==> src/design/bus_consts.svh <==
// Control and status bus constants
// Register map addresses, compatibility number and reset values

`ifndef BUS_CONSTS_SVH
`define BUS_CONSTS_SVH

// ------------------------------
// Settings bus addresses
// ------------------------------
`define SR_LEDS          8'd0
`define SR_SW_RST        8'd1
`define SR_CLOCK_CTRL    8'd2
`define SR_SFPP_CTRL0    8'd8
`define SR_SFPP_CTRL1    8'd9

// ------------------------------
// Readback bus addresses
// ------------------------------
`define RB_COUNTER       8'd0
`define RB_CLK_STATUS    8'd3
`define RB_COMPAT_NUM    8'd6
`define RB_SFPP_STATUS0  8'd8
`define RB_SFPP_STATUS1  8'd9

// ------------------------------
// Fixed values
// ------------------------------

// Compatibility number, major in the upper half of the word
`define COMPAT_MAJOR     16'h0014
`define COMPAT_MINOR     16'h0000

// Bit 6 on out of reset
`define CLOCK_CTRL_RESET 8'h40

`endif

==> src/design/bus_pkg.sv <==
// Shared vector types for the control and status bus

package bus_pkg;

   // Settings bus
   typedef logic [7:0]  set_addr_t;
   typedef logic [31:0] set_data_t;

   // Readback bus
   typedef logic [7:0]  rb_addr_t;
   typedef logic [31:0] rb_data_t;

   // Per-cage PHY status
   typedef logic [15:0] phy_status_t;

   // Board outputs
   typedef logic [7:0]  led_t;

   // Soft resets
   // bit 0 PHY, bit 1 radio domain, bit 2 radio PLL, bit 3 ADC delay control
   typedef logic [3:0]  sw_rst_t;

   // Clock control and clock status share one width
   typedef logic [7:0]  clk_ctrl_t;

   // SFP+ rate-select drive-low enables, one bit per RS pin
   typedef logic [1:0]  sfpp_rs_t;

endpackage

==> src/design/sfp_status_if.sv <==
// SFP+ cage status link
// Carries one cage's synchronized levels, sticky flags and clear-on-read request

`timescale 1ns/100ps

interface sfp_status_if;

   // Synchronized pin levels
   logic                  mod_abs;
   logic                  tx_fault;
   logic                  rx_los;

   // Sticky change flags
   logic                  mod_abs_chgd;
   logic                  tx_fault_chgd;
   logic                  rx_los_chgd;

   bus_pkg::phy_status_t  phy_status;

   // High in the cycle of a read strobe to this cage's status word
   logic                  clear;

   modport monitor (
      output mod_abs, tx_fault, rx_los,
      output mod_abs_chgd, tx_fault_chgd, rx_los_chgd,
      output phy_status,
      input  clear
   );

   modport reader (
      input  mod_abs, tx_fault, rx_los,
      input  mod_abs_chgd, tx_fault_chgd, rx_los_chgd,
      input  phy_status,
      output clear
   );

endinterface

==> src/design/setting_regs.sv <==
// Settings register bank
// Decodes settings bus writes into the LED, soft reset, clock and rate-select registers

`timescale 1ns/100ps

`include "bus_consts.svh"

module setting_regs (
   input  logic                 clk,
   input  logic                 i_reset,

   // Settings bus
   input  logic                 i_set_stb,
   input  bus_pkg::set_addr_t   i_set_addr,
   input  bus_pkg::set_data_t   i_set_data,

   // Register outputs
   output bus_pkg::led_t        o_leds,
   output bus_pkg::sw_rst_t     o_sw_rst,
   output bus_pkg::clk_ctrl_t   o_clock_control,
   output bus_pkg::sfpp_rs_t    o_sfpp0_rs,
   output bus_pkg::sfpp_rs_t    o_sfpp1_rs
);

   // ------------------------------
   // Address decode
   // ------------------------------
   logic wr_leds;
   logic wr_sw_rst;
   logic wr_clock_ctrl;
   logic wr_sfpp0;
   logic wr_sfpp1;

   assign wr_leds       = i_set_stb && (i_set_addr == `SR_LEDS);
   assign wr_sw_rst     = i_set_stb && (i_set_addr == `SR_SW_RST);
   assign wr_clock_ctrl = i_set_stb && (i_set_addr == `SR_CLOCK_CTRL);
   assign wr_sfpp0      = i_set_stb && (i_set_addr == `SR_SFPP_CTRL0);
   assign wr_sfpp1      = i_set_stb && (i_set_addr == `SR_SFPP_CTRL1);

   // ------------------------------
   // Registers
   // ------------------------------

   // Each register keeps the low bits of the write data
   always_ff @(posedge clk) begin
      if (i_reset) begin
         o_leds   <= '0;
         o_sw_rst <= '0;
      end else begin
         if (wr_leds) begin
            o_leds <= i_set_data[7:0];
         end
         if (wr_sw_rst) begin
            o_sw_rst <= i_set_data[3:0];
         end
      end
   end

   // Clock control comes out of reset with bit 6 set
   always_ff @(posedge clk) begin
      if (i_reset) begin
         o_clock_control <= `CLOCK_CTRL_RESET;
      end else if (wr_clock_ctrl) begin
         o_clock_control <= i_set_data[7:0];
      end
   end

   // Rate-select enables, a set bit pulls that RS pin low on the board
   always_ff @(posedge clk) begin
      if (i_reset) begin
         o_sfpp0_rs <= '0;
         o_sfpp1_rs <= '0;
      end else begin
         if (wr_sfpp0) begin
            o_sfpp0_rs <= i_set_data[1:0];
         end
         if (wr_sfpp1) begin
            o_sfpp1_rs <= i_set_data[1:0];
         end
      end
   end

endmodule

==> src/design/sfp_status_monitor.sv <==
// SFP+ cage status monitor
// Synchronizes cage pins and PHY status, latches pin changes until read

`timescale 1ns/100ps

module sfp_status_monitor (
   input  logic                   clk,
   input  logic                   i_reset,

   // Asynchronous cage pins
   input  logic                   i_mod_abs,
   input  logic                   i_tx_fault,
   input  logic                   i_rx_los,

   // Asynchronous PHY status
   input  bus_pkg::phy_status_t   i_phy_status,

   sfp_status_if.monitor          status
);

   // Pin vectors ordered module-absent, TX-fault, RX-loss from the top
   logic [2:0]            pin_meta;
   logic [2:0]            pin_sync;
   logic [2:0]            pin_prev;
   logic [2:0]            pin_chgd;

   bus_pkg::phy_status_t  phy_meta;
   bus_pkg::phy_status_t  phy_sync;

   // ------------------------------
   // Two-flop synchronizers
   // ------------------------------

   // Every bit is treated as asynchronous, PHY bits included
   always_ff @(posedge clk) begin
      if (i_reset) begin
         pin_meta <= '0;
         pin_sync <= '0;
         phy_meta <= '0;
         phy_sync <= '0;
      end else begin
         pin_meta <= {i_mod_abs, i_tx_fault, i_rx_los};
         pin_sync <= pin_meta;
         phy_meta <= i_phy_status;
         phy_sync <= phy_meta;
      end
   end

   // ------------------------------
   // Change detect
   // ------------------------------

   // Previous synchronized level
   always_ff @(posedge clk) begin
      if (i_reset) begin
         pin_prev <= '0;
      end else begin
         pin_prev <= pin_sync;
      end
   end

   // Sticky flags, a clear in the same cycle as a new change wins
   always_ff @(posedge clk) begin
      if (i_reset || status.clear) begin
         pin_chgd <= '0;
      end else begin
         pin_chgd <= pin_chgd | (pin_sync ^ pin_prev);
      end
   end

   // Outputs to the reader
   assign status.mod_abs       = pin_sync[2];
   assign status.tx_fault      = pin_sync[1];
   assign status.rx_los        = pin_sync[0];
   assign status.mod_abs_chgd  = pin_chgd[2];
   assign status.tx_fault_chgd = pin_chgd[1];
   assign status.rx_los_chgd   = pin_chgd[0];
   assign status.phy_status    = phy_sync;

endmodule

==> src/design/readback_mux.sv <==
// Readback bus mux
// Free-running counter, readback word select and clear-on-read for the SFP+ status words

`timescale 1ns/100ps

`include "bus_consts.svh"

module readback_mux (
   input  logic                  clk,
   input  logic                  i_reset,

   // Readback bus
   input  logic                  i_rb_rd_stb,
   input  bus_pkg::rb_addr_t     i_rb_addr,
   output bus_pkg::rb_data_t     o_rb_data,

   // Raw clock status byte
   input  bus_pkg::clk_ctrl_t    i_clock_status,

   // Cage status
   sfp_status_if.reader          sfp0,
   sfp_status_if.reader          sfp1
);

   bus_pkg::rb_data_t  counter;
   bus_pkg::rb_data_t  sfp0_word;
   bus_pkg::rb_data_t  sfp1_word;

   // ------------------------------
   // Free-running counter
   // ------------------------------
   always_ff @(posedge clk) begin
      if (i_reset) begin
         counter <= '0;
      end else begin
         counter <= counter + 32'd1;
      end
   end

   // ------------------------------
   // Status words
   // ------------------------------

   // PHY bits on top, then flags, then live levels in the low bits
   assign sfp0_word = {
      sfp0.phy_status, 10'b0,
      sfp0.mod_abs_chgd, sfp0.tx_fault_chgd, sfp0.rx_los_chgd,
      sfp0.mod_abs, sfp0.tx_fault, sfp0.rx_los
   };

   assign sfp1_word = {
      sfp1.phy_status, 10'b0,
      sfp1.mod_abs_chgd, sfp1.tx_fault_chgd, sfp1.rx_los_chgd,
      sfp1.mod_abs, sfp1.tx_fault, sfp1.rx_los
   };

   // ------------------------------
   // Readback select
   // ------------------------------
   always_comb begin
      case (i_rb_addr)
         `RB_COUNTER:      o_rb_data = counter;
         `RB_CLK_STATUS:   o_rb_data = {24'b0, i_clock_status};
         `RB_COMPAT_NUM:   o_rb_data = {`COMPAT_MAJOR, `COMPAT_MINOR};
         `RB_SFPP_STATUS0: o_rb_data = sfp0_word;
         `RB_SFPP_STATUS1: o_rb_data = sfp1_word;
         default:          o_rb_data = '0;
      endcase
   end

   // ------------------------------
   // Clear-on-read
   // ------------------------------

   // Flags go back to zero at the edge that ends the read
   assign sfp0.clear = i_rb_rd_stb && (i_rb_addr == `RB_SFPP_STATUS0);
   assign sfp1.clear = i_rb_rd_stb && (i_rb_addr == `RB_SFPP_STATUS1);

endmodule

==> src/design/sys_ctrl_top.sv <==
// System control and status top level
// Settings registers, SFP+ status monitors and readback mux

`timescale 1ns/100ps

module sys_ctrl_top (
   input  logic                   clk,
   input  logic                   i_reset,

   // Settings bus
   input  logic                   i_set_stb,
   input  bus_pkg::set_addr_t     i_set_addr,
   input  bus_pkg::set_data_t     i_set_data,

   // Readback bus
   input  logic                   i_rb_rd_stb,
   input  bus_pkg::rb_addr_t      i_rb_addr,
   output bus_pkg::rb_data_t      o_rb_data,

   // Clock status and control
   input  bus_pkg::clk_ctrl_t     i_clock_status,
   output bus_pkg::clk_ctrl_t     o_clock_control,

   // SFP+ cage 0
   input  logic                   i_sfpp0_mod_abs,
   input  logic                   i_sfpp0_tx_fault,
   input  logic                   i_sfpp0_rx_los,
   input  bus_pkg::phy_status_t   i_sfp0_phy_status,
   output bus_pkg::sfpp_rs_t      o_sfpp0_rs,

   // SFP+ cage 1
   input  logic                   i_sfpp1_mod_abs,
   input  logic                   i_sfpp1_tx_fault,
   input  logic                   i_sfpp1_rx_los,
   input  bus_pkg::phy_status_t   i_sfp1_phy_status,
   output bus_pkg::sfpp_rs_t      o_sfpp1_rs,

   // Board controls
   output bus_pkg::led_t          o_leds,
   output bus_pkg::sw_rst_t       o_sw_rst
);

   // One status link per cage
   sfp_status_if sfp0_if ();
   sfp_status_if sfp1_if ();

   // ------------------------------
   // Settings registers
   // ------------------------------
   setting_regs regs0 (
      .clk             (clk),
      .i_reset         (i_reset),
      .i_set_stb       (i_set_stb),
      .i_set_addr      (i_set_addr),
      .i_set_data      (i_set_data),
      .o_leds          (o_leds),
      .o_sw_rst        (o_sw_rst),
      .o_clock_control (o_clock_control),
      .o_sfpp0_rs      (o_sfpp0_rs),
      .o_sfpp1_rs      (o_sfpp1_rs)
   );

   // ------------------------------
   // SFP+ status monitors
   // ------------------------------
   sfp_status_monitor sfp0_mon (
      .clk          (clk),
      .i_reset      (i_reset),
      .i_mod_abs    (i_sfpp0_mod_abs),
      .i_tx_fault   (i_sfpp0_tx_fault),
      .i_rx_los     (i_sfpp0_rx_los),
      .i_phy_status (i_sfp0_phy_status),
      .status       (sfp0_if.monitor)
   );

   sfp_status_monitor sfp1_mon (
      .clk          (clk),
      .i_reset      (i_reset),
      .i_mod_abs    (i_sfpp1_mod_abs),
      .i_tx_fault   (i_sfpp1_tx_fault),
      .i_rx_los     (i_sfpp1_rx_los),
      .i_phy_status (i_sfp1_phy_status),
      .status       (sfp1_if.monitor)
   );

   // ------------------------------
   // Readback
   // ------------------------------
   readback_mux rb_mux0 (
      .clk            (clk),
      .i_reset        (i_reset),
      .i_rb_rd_stb    (i_rb_rd_stb),
      .i_rb_addr      (i_rb_addr),
      .o_rb_data      (o_rb_data),
      .i_clock_status (i_clock_status),
      .sfp0           (sfp0_if.reader),
      .sfp1           (sfp1_if.reader)
   );

endmodule

==> config.mk <==
export PLATFORM = sky130hd
export DESIGN_NAME = sys_ctrl_top
export DESIGN_NICKNAME = d
export VERILOG_FILES = /design/src/design/bus_pkg.sv /design/src/design/sfp_status_if.sv /design/src/design/setting_regs.sv /design/src/design/sfp_status_monitor.sv /design/src/design/readback_mux.sv /design/src/design/sys_ctrl_top.sv
export VERILOG_INCLUDE_DIRS = /design/src /design/src/design
export SDC_FILE = /design/constraint.sdc
export NUM_CORES = 1
export LEC_CHECK = 0
export BUFFER_PORTS_ARGS = -buffer_cell sky130_fd_sc_hd__clkbuf_2
export CAP_MARGIN = 20
export CORE_UTILIZATION = 51
export DETAILED_ROUTE_END_ITERATION = 8
export GPL_TIMING_DRIVEN = 0
export PLACE_DENSITY = 0.76
export SYNTH_ARGS = -nofsm -noshare
export SYNTH_HDL_FRONTEND = slang
export SYNTH_SLANG_ARGS = --single-unit
==> constraint.sdc <==
create_clock -name clk -period 2.3 [get_ports clk]
set_input_delay 0 -clock clk [delete_from_list [all_inputs] [get_ports clk]]
set_output_delay 0 -clock clk [all_outputs]
set_load 0.01 [all_outputs]
==> impl_metrics.py, run 1 <==
metrics = {
    "critical_path": {
        "critPathTopFamily": "buffers and inverters",
        "arrival_ps": 2570,
        "cpMostUsedCell": "dlygate4sd3_1",
        "max_stage_delay_ps": 620,
        "startpoint_type": "input port",
        "criticalPathCategory": "input port to register",
        "cp_cell_sequence": "dlygate4sd3_1, clkbuf_2, nor4b_2, dlygate4sd3_1, nand4b_1, dlygate4sd3_1, mux2i_1, nor2_1",
        "end_kind": "register",
        "path_buf_inv": 4,
        "cp_max_fo": 5,
        "slowest_stage": "dlygate4sd3_1",
        "r2r_setup_slack_ps": 130,
        "worstPathRequired_ps": 2700,
    },
    "sta": {
        "slew_violations": 0,
        "fmax_ghz": 0.461,
        "slew_headroom": 0.577,
        "holdWs_ps": 32.4,
        "worst_slew_pin_slew_ps": 634,
        "fin_worst_skew_ps": 6.45,
        "rsz0062_at_grt": "false",
        "period_minus_slack_ps": 2170,
        "finalSetupViolCount": 0,
        "fin_tns_setup_ps": 0,
        "period_share": 0.944,
        "hold_viol_final": 0,
    },
    "final_layout": {
        "fillers": 745,
        "area_growth_pct": 36.0,
        "drive_gt1_frac": 0.233,
        "finish.utilization": 0.713,
        "register_area_um2": 2880,
        "multi_input_area_um2": 2290,
        "antenna_cells": 0,
        "final_nets": 842,
    },
    "pwr": {
        "p_switching_uw": 1260,
        "power_density_nw_per_um2": 757,
        "p_sw_frac": 0.228,
        "power_frac_seq": 0.469,
        "cellLeakagePower_uw": 0.00323,
        "pwr-share-clk": 0.476,
        "finalPower_uw": 5550,
        "p_comb_frac": 0.055,
        "p_int_uw": 4280,
        "peakVddDrop_uv": 715,
    },
    "synthesis": {
        "yosysWarnings": 0,
        "async_flop_share": 0,
        "synthFlopType": "dfxtp_1",
        "synthesis.instances": 541,
        "netlist_area_um2": 5390,
        "ys_seq_area_frac": 0.535,
        "syn_area_per_cell_um2": 9.96,
        "yosys_register_bits": 144,
        "synth_edf_count": 0,
        "syn-num-nets": 640,
        "synth_cell_types": 43,
    },
    "global_route": {
        "first_global_vias": 4708,
        "grt_max_degree": 17,
        "grt_pass1_wl_mm": 22.4,
        "grt_util_all_layers": 0.264,
        "grt.overflow.total": 0,
        "antenna_found_initial": 0,
    },
    "clocking": {
        "clock-root-buffer": "clkbuf_8",
        "ctsHoldBuffers": 55,
        "postCtsSetupRepairBufs": 0,
        "cts_tree": "built",
        "clkSinkCount": 144,
        "ctsResizeCount": 0,
        "clk_latency_ps": 530,
        "clockBufferDepth": 2,
        "htreeDepth": 4,
        "clkSlewWorstSetupHoldPaths_ps": 60,
        "cts_made_buffers": 17,
    },
    "route": {
        "drt_iter0_drc": 257,
        "vias": 4725,
        "ant_nets": 0,
        "wl_per_cell_um": 15.6,
        "via_per_inst": 5.30,
        "dr.pass1.iters": 6,
        "routed_wl_mm": 13.9,
        "drc": 0,
    },
    "floorplan": {
        "chipWidth_um": 105,
        "rows": 37,
        "initial_core_util": 0.524,
        "num_io_pins": 154,
        "die_area_um2": 11000,
        "coreArea_um2": 10300,
        "die_y_um": 105,
    },
    "placement": {
        "portBuffers": 128,
        "dp_hpwl_mm": 8.84,
        "place_congestion": 0.832,
    },
    "flow_run": {
        "max_cap_viol_count": 0,
    },
    "worst_hold_path": {
        "holdCritPathClass": "input port to register",
    },
    "status": {
        "status": "finished clean",
    },
}
[Yosys cell counts (all sizes together), types with 2 or more instances]
cell | number | area, um^2
dfxtp | 144 | 2880
nor2b | 88 | 551
nor2 | 41 | 154
mux2i | 25 | 250
clkbuf | 22 | 82.6
inv | 20 | 75.1
a21oi | 19 | 95.1
a222oi | 14 | 140
o21ai | 13 | 65.1
o31ai | 13 | 97.6
a22oi | 12 | 90.1
or4 | 12 | 93.8
buf | 11 | 58.8
nand3 | 11 | 60.1
nand4 | 11 | 68.8
xor2 | 11 | 96.3
and2 | 10 | 62.6
nand2 | 9 | 33.8
or3 | 9 | 56.3
xnor2 | 6 | 52.6
nand2b | 5 | 31.3
nor4 | 5 | 37.5
and3 | 4 | 25.0
nor3 | 4 | 25.0
a211oi | 3 | 22.5
and4 | 3 | 26.3
o21a | 3 | 22.5
a22o | 2 | 17.5
a32o | 2 | 20.0
and4b | 2 | 20.0
nand4b | 2 | 17.5
[path summary, 6_finish.rpt]
check	from	cells past startpoint	to
worst max-delay path	i_set_addr[6]	8	regs0.o_sfpp0_rs[0]
worst min-delay path	i_reset	3	rb_mux0.counter[31]
worst max register to register	rb_mux0.counter[2]	6	rb_mux0.counter[31]
worst min register to register	sfp1_mon.phy_meta[12]	1	sfp1_mon.status.phy_status[12]
[stage by stage]
stage | setup slack (ps) | area (um^2) | cells
after CTS | 145 | 7330 | 892
after global routing | 6.76 | 7330 | 892
after global placement | 210 | 6200 | 805
final | 129 | 7330 | 892
after floorplan | 465 | 5390 | 541
after detailed placement | 175 | 6200 | 805
[flip-flops by register name (all words and copies together), names as in the netlist]
name and flops:
sfp0_mon.phy_meta 16, sfp1_mon.pin_chgd 3, regs0.o_sfpp0_rs 2, sfp0_mon.status.phy_status 16, sfp1_mon.status.phy_status 16, sfp1_mon.pin_meta 3
sfp1_mon.pin_prev 3, regs0.o_clock_control 8, regs0.o_sw_rst 4, rb_mux0.counter 32, sfp0_mon.pin_meta 3, sfp0_mon.pin_sync 3
sfp1_mon.phy_meta 16, regs0.o_leds 8, sfp0_mon.pin_chgd 3, regs0.o_sfpp1_rs 2, sfp1_mon.pin_sync 3, sfp0_mon.pin_prev 3
[worst min-delay path: stages]
cell      delay, ps
clkbuf_1        220
nor2b_1         160
mux2_2          140
[cell type report]
type,count,share of cell area
buffer,33,0.0193
clock buffer,20,0.0621
clock inverter,12,0.0169
inverter,20,0.0102
multi-input combinational,344,0.312
sequential,144,0.393
tap,136,0.0232
timing repair buffer,183,0.163
[layer usage]
layer	up-vias	wire length, um	GRT usage
met5	-	0	0
met4	0	316	0.134
met3	32	789	0.0586
met2	192	7280	0.473
met1	2207	5540	0.294
li1	2294	-	-
[cells by family (layout without fill, tap and decap cells)]
group / count (synthesis) / after routing / synth area share
AO/OA/AOI/OAI: 82 / 82 / 0.108
XOR/XNOR: 17 / 17 / 0.0276
adder cells (fa/ha/maj): 1 / 1 / 0.00232
buffers and inverters: 53 / 268 / 0.0402
flip-flops: 144 / 144 / 0.535
multiplexers: 26 / 26 / 0.0485
AND/OR/NAND/NOR: 218 / 218 / 0.239
[power groups by stage]
stage,Combinational (uW),Clock (uW),Sequential (uW)
final,307,2640,2600
after global routing,334,2780,2610
after CTS,298,2650,2600
after detailed placement,225,0,2650
after global placement,217,0,2650
after floorplan,122,0,2650
[layout by cell type (no fill, tap or decap), drive strengths merged, types with 12 or more instances in the layout]
cell	count
nor2	41
dfxtp	144
mux2i	25
o21ai	13
a21oi	19
inv	24
o31ai	13
or4	12
a222oi	14
a22oi	12
nor2b	88
dlygate4sd3	55
clkbuf	170
No activity file was read; power rests on OpenSTA's default activity.
==> inputs of run 2 (changes only) <==
Settings changed: CORE_ASPECT_RATIO set to 0.75.
==> run 2 against run 1 <==
Compared with the run above: via count fell by 0.59%; wire length decreased by 0.99%; count of clock-buffer cells in the layout fell by 3; register-to-register slack gained 60 ps; critical path type is now register to register; critical endpoint is now rb_mux0.counter[26].
==> impl_metrics.py, run 2 (synthesized netlist as in run 1, its figures left out) <==
metrics = {
    "global_route": {
        "gr-max-usage-layer": "met2",
        "first_global_vias": 4658,
        "antenna_found_initial": 0,
        "grt_pass1_wl_mm": 22.1,
        "grt_util_all_layers": 0.264,
        "grt_max_degree": 17,
        "met3_usage": 0.0691,
        "grt.overflow.total": 0,
        "use_met2": 0.443,
        "use_met1": 0.321,
    },
    "critical_path": {
        "end_kind": "register",
        "cp-endpoint": "rb_mux0.counter[26]",
        "cp_max_fo": 10,
        "worstPathRequired_ps": 2650,
        "arrival_ps": 2460,
        "criticalPathCategory": "register to register",
        "r2r-end": "rb_mux0.counter[26]",
        "rr_worst_depth": 7,
        "startpoint_type": "register",
        "cp-startpoint": "rb_mux0.counter[0]",
        "worstReg2RegStart": "rb_mux0.counter[0]",
        "r2r_setup_slack_ps": 190,
    },
    "pwr": {
        "peakVddDrop_uv": 651,
        "cellLeakagePower_uw": 0.00321,
        "power_frac_seq": 0.463,
        "pwr-share-clk": 0.484,
        "p_int_uw": 4340,
        "finalPower_uw": 5620,
        "power_density_nw_per_um2": 772,
        "p_switching_uw": 1270,
        "p_comb_frac": 0.053,
        "p_sw_frac": 0.227,
    },
    "floorplan": {
        "die_area_um2": 11000,
        "chipWidth_um": 121,
        "initial_core_util": 0.524,
        "coreArea_um2": 10300,
        "die_y_um": 91.0,
        "rows": 32,
        "num_io_pins": 154,
    },
    "worst_hold_path": {
        "hold_depth": 4,
        "holdCritPathClass": "input port to register",
    },
    "final_layout": {
        "most-common-layout-cells": "dfxtp_1 (144), clkbuf_2 (129), nor2b_1 (88), dlygate4sd3_1 (49), nor2_1 (41)",
        "final_nets": 836,
        "drive_gt1_frac": 0.236,
        "final_cell_area_um2": 7280,
        "top_register": "rb_mux0.counter",
        "fillers": 735,
        "area_growth_pct": 35.2,
        "antenna_cells": 0,
        "finish.utilization": 0.708,
        "largest_reg_flops": 32,
        "final_common_cell": "dfxtp_1",
    },
    "sta": {
        "hold_viol_final": 0,
        "fin_worst_skew_ps": 12.4,
        "slew_violations": 0,
        "rsz0062_at_grt": "false",
        "slew_headroom": 0.567,
        "layout_setup_ws_ps": 193,
        "finalSetupViolCount": 0,
        "fmax_ghz": 0.475,
        "worst_slew_pin_slew_ps": 644,
        "period_share": 0.916,
        "fin_tns_setup_ps": 0,
        "period_minus_slack_ps": 2110,
    },
    "clocking": {
        "clock-root-buffer": "clkbuf_16",
        "clkSinkCount": 144,
        "clkSlewWorstSetupHoldPaths_ps": 60,
        "cts_tree": "built",
        "clk_latency_ps": 420,
        "cts_made_buffers": 17,
        "htreeDepth": 4,
        "postCtsSetupRepairBufs": 0,
        "clockBufferDepth": 2,
    },
    "placement": {
        "place_congestion": 0.888,
        "post-place-ws_ps": 135,
        "dp_hpwl_mm": 9.12,
        "portBuffers": 128,
        "placed_area_um2": 6200,
    },
    "flow_run": {
        "max_cap_viol_count": 0,
    },
    "route": {
        "drt_iter0_drc": 330,
        "wl_per_cell_um": 15.6,
        "ant_nets": 0,
        "routed_wl_mm": 13.8,
        "drc": 0,
        "vias": 4697,
        "via_per_inst": 5.31,
        "dr.pass1.iters": 5,
    },
    "status": {
        "status": "finished clean",
    },
}
run 2: cell types whose count changed in the layout (fill, tap and decap cells not counted), moves of 2 or more:
cell           previous run  this run
clkbuf_8                  4         0
clkinv_2                  0         2
dlygate4sd3_1            55        49
inv_6                     4         1
inv_8                     0         2
run 2: power by group through the flow:
stage | registers [uW] | clock network, uW | logic, uW
final | 2600 | 2720 | 296
after global routing | 2610 | 2860 | 324
after CTS | 2600 | 2730 | 290
after detailed placement | 2650 | 0 | 227
after global placement | 2650 | 0 | 218
after floorplan | 2650 | 0 | 122
run 2: final cells by class:
cell class	count	area, um^2	share of cell area
buffer	33	143	0.0196
clock buffer	17	425	0.0584
clock inverter	14	160	0.0220
inverter	20	75.1	0.0103
multi-input combinational	344	2290	0.315
sequential	144	2880	0.396
tap	136	170	0.0234
timing repair buffer	177	1130	0.155
run 2: timing repair:
item / in CTS / in global routing
hold endpoints to repair: 68 / 0
setup endpoints to repair: 0 / 3
resized for setup: 0 / 3
hold buffers: 49 / 0
run 2: per-stage QoR:
stage / cells / hold WS, ps
4_1_cts: 885 / 50.2
3_5_place_dp: 805 / 212
5_1_grt: 885 / 97.8
2_1_floorplan: 541 / 95.6
6_report: 885 / 67.4
3_3_place_gp: 805 / 207
run 2: how the worst min path moves through the flow:
stage | slack [ps] | from | to
finish | 70 | i_set_addr[1] | regs0.o_sfpp0_rs[0]
floorplan | 100 | i_rb_rd_stb | sfp0_mon.pin_chgd[0]
global placement | 210 | i_sfpp1_mod_abs | sfp1_mon.pin_meta[2]
CTS | 50 | i_set_addr[1] | regs0.o_sfpp0_rs[0]
detailed placement | 210 | i_sfp0_phy_status[0] | sfp0_mon.phy_meta[0]
global route | 100 | i_set_addr[1] | regs0.o_sfpp0_rs[0]
run 2: worst max-delay path, cell delays in order (launching register included):
cell and delay (ps):
dfxtp_1 410, ha_1 250, and4_1 210, buf_2 160
nand3_1 150, clkbuf_2 210, or4_1 490, a21oi_1 150
run 2: per-layer routing:
metal,routed length [um],vias up,share of wire
li1,-,2278,-
met4,240,0,0.017
met1,5830,2217,0.42
met3,857,22,0.062
met5,0,-,0
met2,6850,180,0.50
==> inputs of run 3 (changes only) <==
Settings changed: BUFFER_PORTS_ARGS -buffer_cell sky130_fd_sc_hd__clkbuf_2 to -buffer_cell sky130_fd_sc_hd__buf_4, CAP_MARGIN 20 to 40, CELL_PAD_IN_SITES_DETAIL_PLACEMENT set to 1, CELL_PAD_IN_SITES_GLOBAL_PLACEMENT set to 1, CORE_UTILIZATION 51 to 39.
==> run 3 against run 2 <==
Compared with the run above: clock skew increased by 0.95 ps; critical endpoint is now rb_mux0.counter[30]; combinational power increased by 16%; die area increased by 30%.
==> impl_metrics.py, run 3 (synthesized netlist as in run 1, its figures left out) <==
metrics = {
    "route": {
        "vias": 4767,
        "drc": 0,
        "drt_iter0_drc": 272,
        "wl_per_cell_um": 18.4,
        "via_per_inst": 5.18,
        "ant_nets": 0,
        "routed_wl_mm": 17.0,
        "dr.pass1.iters": 7,
    },
    "floorplan": {
        "num_io_pins": 154,
        "initial_core_util": 0.407,
        "coreArea_um2": 13200,
        "die_area_um2": 14300,
        "rows": 36,
        "die_y_um": 104,
        "chipWidth_um": 138,
    },
    "critical_path": {
        "arrival_ps": 2460,
        "worstReg2RegStart": "rb_mux0.counter[0]",
        "r2r_setup_slack_ps": 190,
        "rr_worst_depth": 7,
        "criticalPathCategory": "register to register",
        "end_kind": "register",
        "worstPathRequired_ps": 2650,
        "startpoint_type": "register",
        "cp_max_fo": 10,
        "r2r-end": "rb_mux0.counter[30]",
    },
    "sta": {
        "rsz0062_at_grt": "false",
        "slew_violations": 0,
        "holdWs_ps": 43.3,
        "fin_tns_setup_ps": 0,
        "hold_viol_final": 0,
        "period_share": 0.918,
        "fmax_ghz": 0.474,
        "slew_headroom": 0.508,
        "finalSetupViolCount": 0,
        "period_minus_slack_ps": 2110,
        "worst_slew_pin_slew_ps": 734,
        "fin_worst_skew_ps": 13.4,
    },
    "clocking": {
        "clock-root-buffer": "clkbuf_16",
        "clockBufferDepth": 2,
        "clkSlewWorstSetupHoldPaths_ps": 60,
        "postCtsSetupRepairBufs": 0,
        "htreeDepth": 4,
        "clk_latency_ps": 430,
        "cts_tree": "built",
        "clkSinkCount": 144,
        "cts_made_buffers": 17,
    },
    "final_layout": {
        "fillers": 1474,
        "finish.utilization": 0.577,
        "final_nets": 835,
        "drive_gt1_frac": 0.238,
        "area_growth_pct": 41.8,
        "final_common_cell": "dfxtp_1",
        "most-common-layout-cells": "dfxtp_1 (144), buf_4 (128), nor2b_1 (88), dlygate4sd3_1 (48), nor2_1 (41)",
        "instances_no_fill": 921,
        "largest_reg_flops": 32,
        "top_register": "rb_mux0.counter",
    },
    "pwr": {
        "p_sw_frac": 0.245,
        "peakVddDrop_uv": 517,
        "finalPower_uw": 5720,
        "pwr-share-clk": 0.485,
        "cellLeakagePower_uw": 0.00330,
        "p_int_uw": 4320,
        "power_density_nw_per_um2": 749,
        "p_comb_frac": 0.060,
        "p_switching_uw": 1400,
        "power_frac_seq": 0.455,
    },
    "status": {
        "status": "finished clean",
    },
    "global_route": {
        "grt.overflow.total": 0,
        "grt_max_degree": 17,
        "first_global_vias": 5078,
        "grt_util_all_layers": 0.249,
        "grt_pass1_wl_mm": 26.7,
        "antenna_found_initial": 1,
    },
    "placement": {
        "portBuffers": 128,
        "place_congestion": 0.839,
        "dp.cells": 840,
        "dp_hpwl_mm": 10.9,
    },
    "worst_hold_path": {
        "min_from": "i_set_addr[1]",
        "hold_depth": 4,
        "holdCritPathClass": "input port to register",
        "worstHoldEndpoint": "regs0.o_sfpp0_rs[1]",
    },
    "flow_run": {
        "max_cap_viol_count": 0,
    },
}
## run 3: stage by stage
stage	area, um^2	setup WS (ps)
after floorplan	5390	465
after global placement	6560	211
after detailed placement	6560	153
after CTS	7640	93.8
after global routing	7640	8.08
final	7640	189
## run 3: timing repair
item | CTS | global route
endpoints found under the setup margin | 0 | 2
gates resized for setup | 0 | 3
endpoints found under the hold margin | 68 | 0
hold buffers | 48 | 0
## run 3: critical path: stages, from the launching register on
cell      delay, ps
dfxtp_1         410
ha_2            250
and4_1          200
buf_2           170
nand3_1         140
clkbuf_2        230
or4_1           490
a21oi_1         160
## run 3: worst max path at each step
stage | end | start | depth (start not counted) | slack [ps]
finish | rb_mux0.counter[30] | rb_mux0.counter[0] | 7 | 190
global route | rb_mux0.counter[26] | rb_mux0.counter[0] | 7 | 8
CTS | rb_mux0.counter[30] | rb_mux0.counter[0] | 7 | 90
detailed placement | rb_mux0.counter[26] | rb_mux0.counter[0] | 7 | 150
global placement | rb_mux0.counter[30] | rb_mux0.counter[0] | 7 | 210
floorplan | rb_mux0.counter[26] | rb_mux0.counter[0] | 7 | 470
## run 3: area by class of cell
cell class	count	area, um^2	area share
diodes	1	2.50	0.000327
plain buffers	33	143	0.0187
repair buffers	176	1440	0.189
flip-flops and latches	144	2880	0.377
multi-input cells	344	2290	0.300
well taps	171	214	0.0280
inverters	20	75.1	0.00982
clock inverters	15	168	0.0219
clock buffers	17	425	0.0557
## run 3: layer usage
metal,global-route usage,wire length [um]
met1,0.298,7370
met4,0.101,358
met5,0,0
met2,0.430,8590
met3,0.0499,666
## run 3: power by group through the flow
stage	clock [uW]	sequential [uW]	combinational, uW
final	2780	2600	344
after CTS	2810	2600	338
after global placement	0	2650	260
after global routing	2920	2610	373
after floorplan	0	2650	122
after detailed placement	0	2660	270
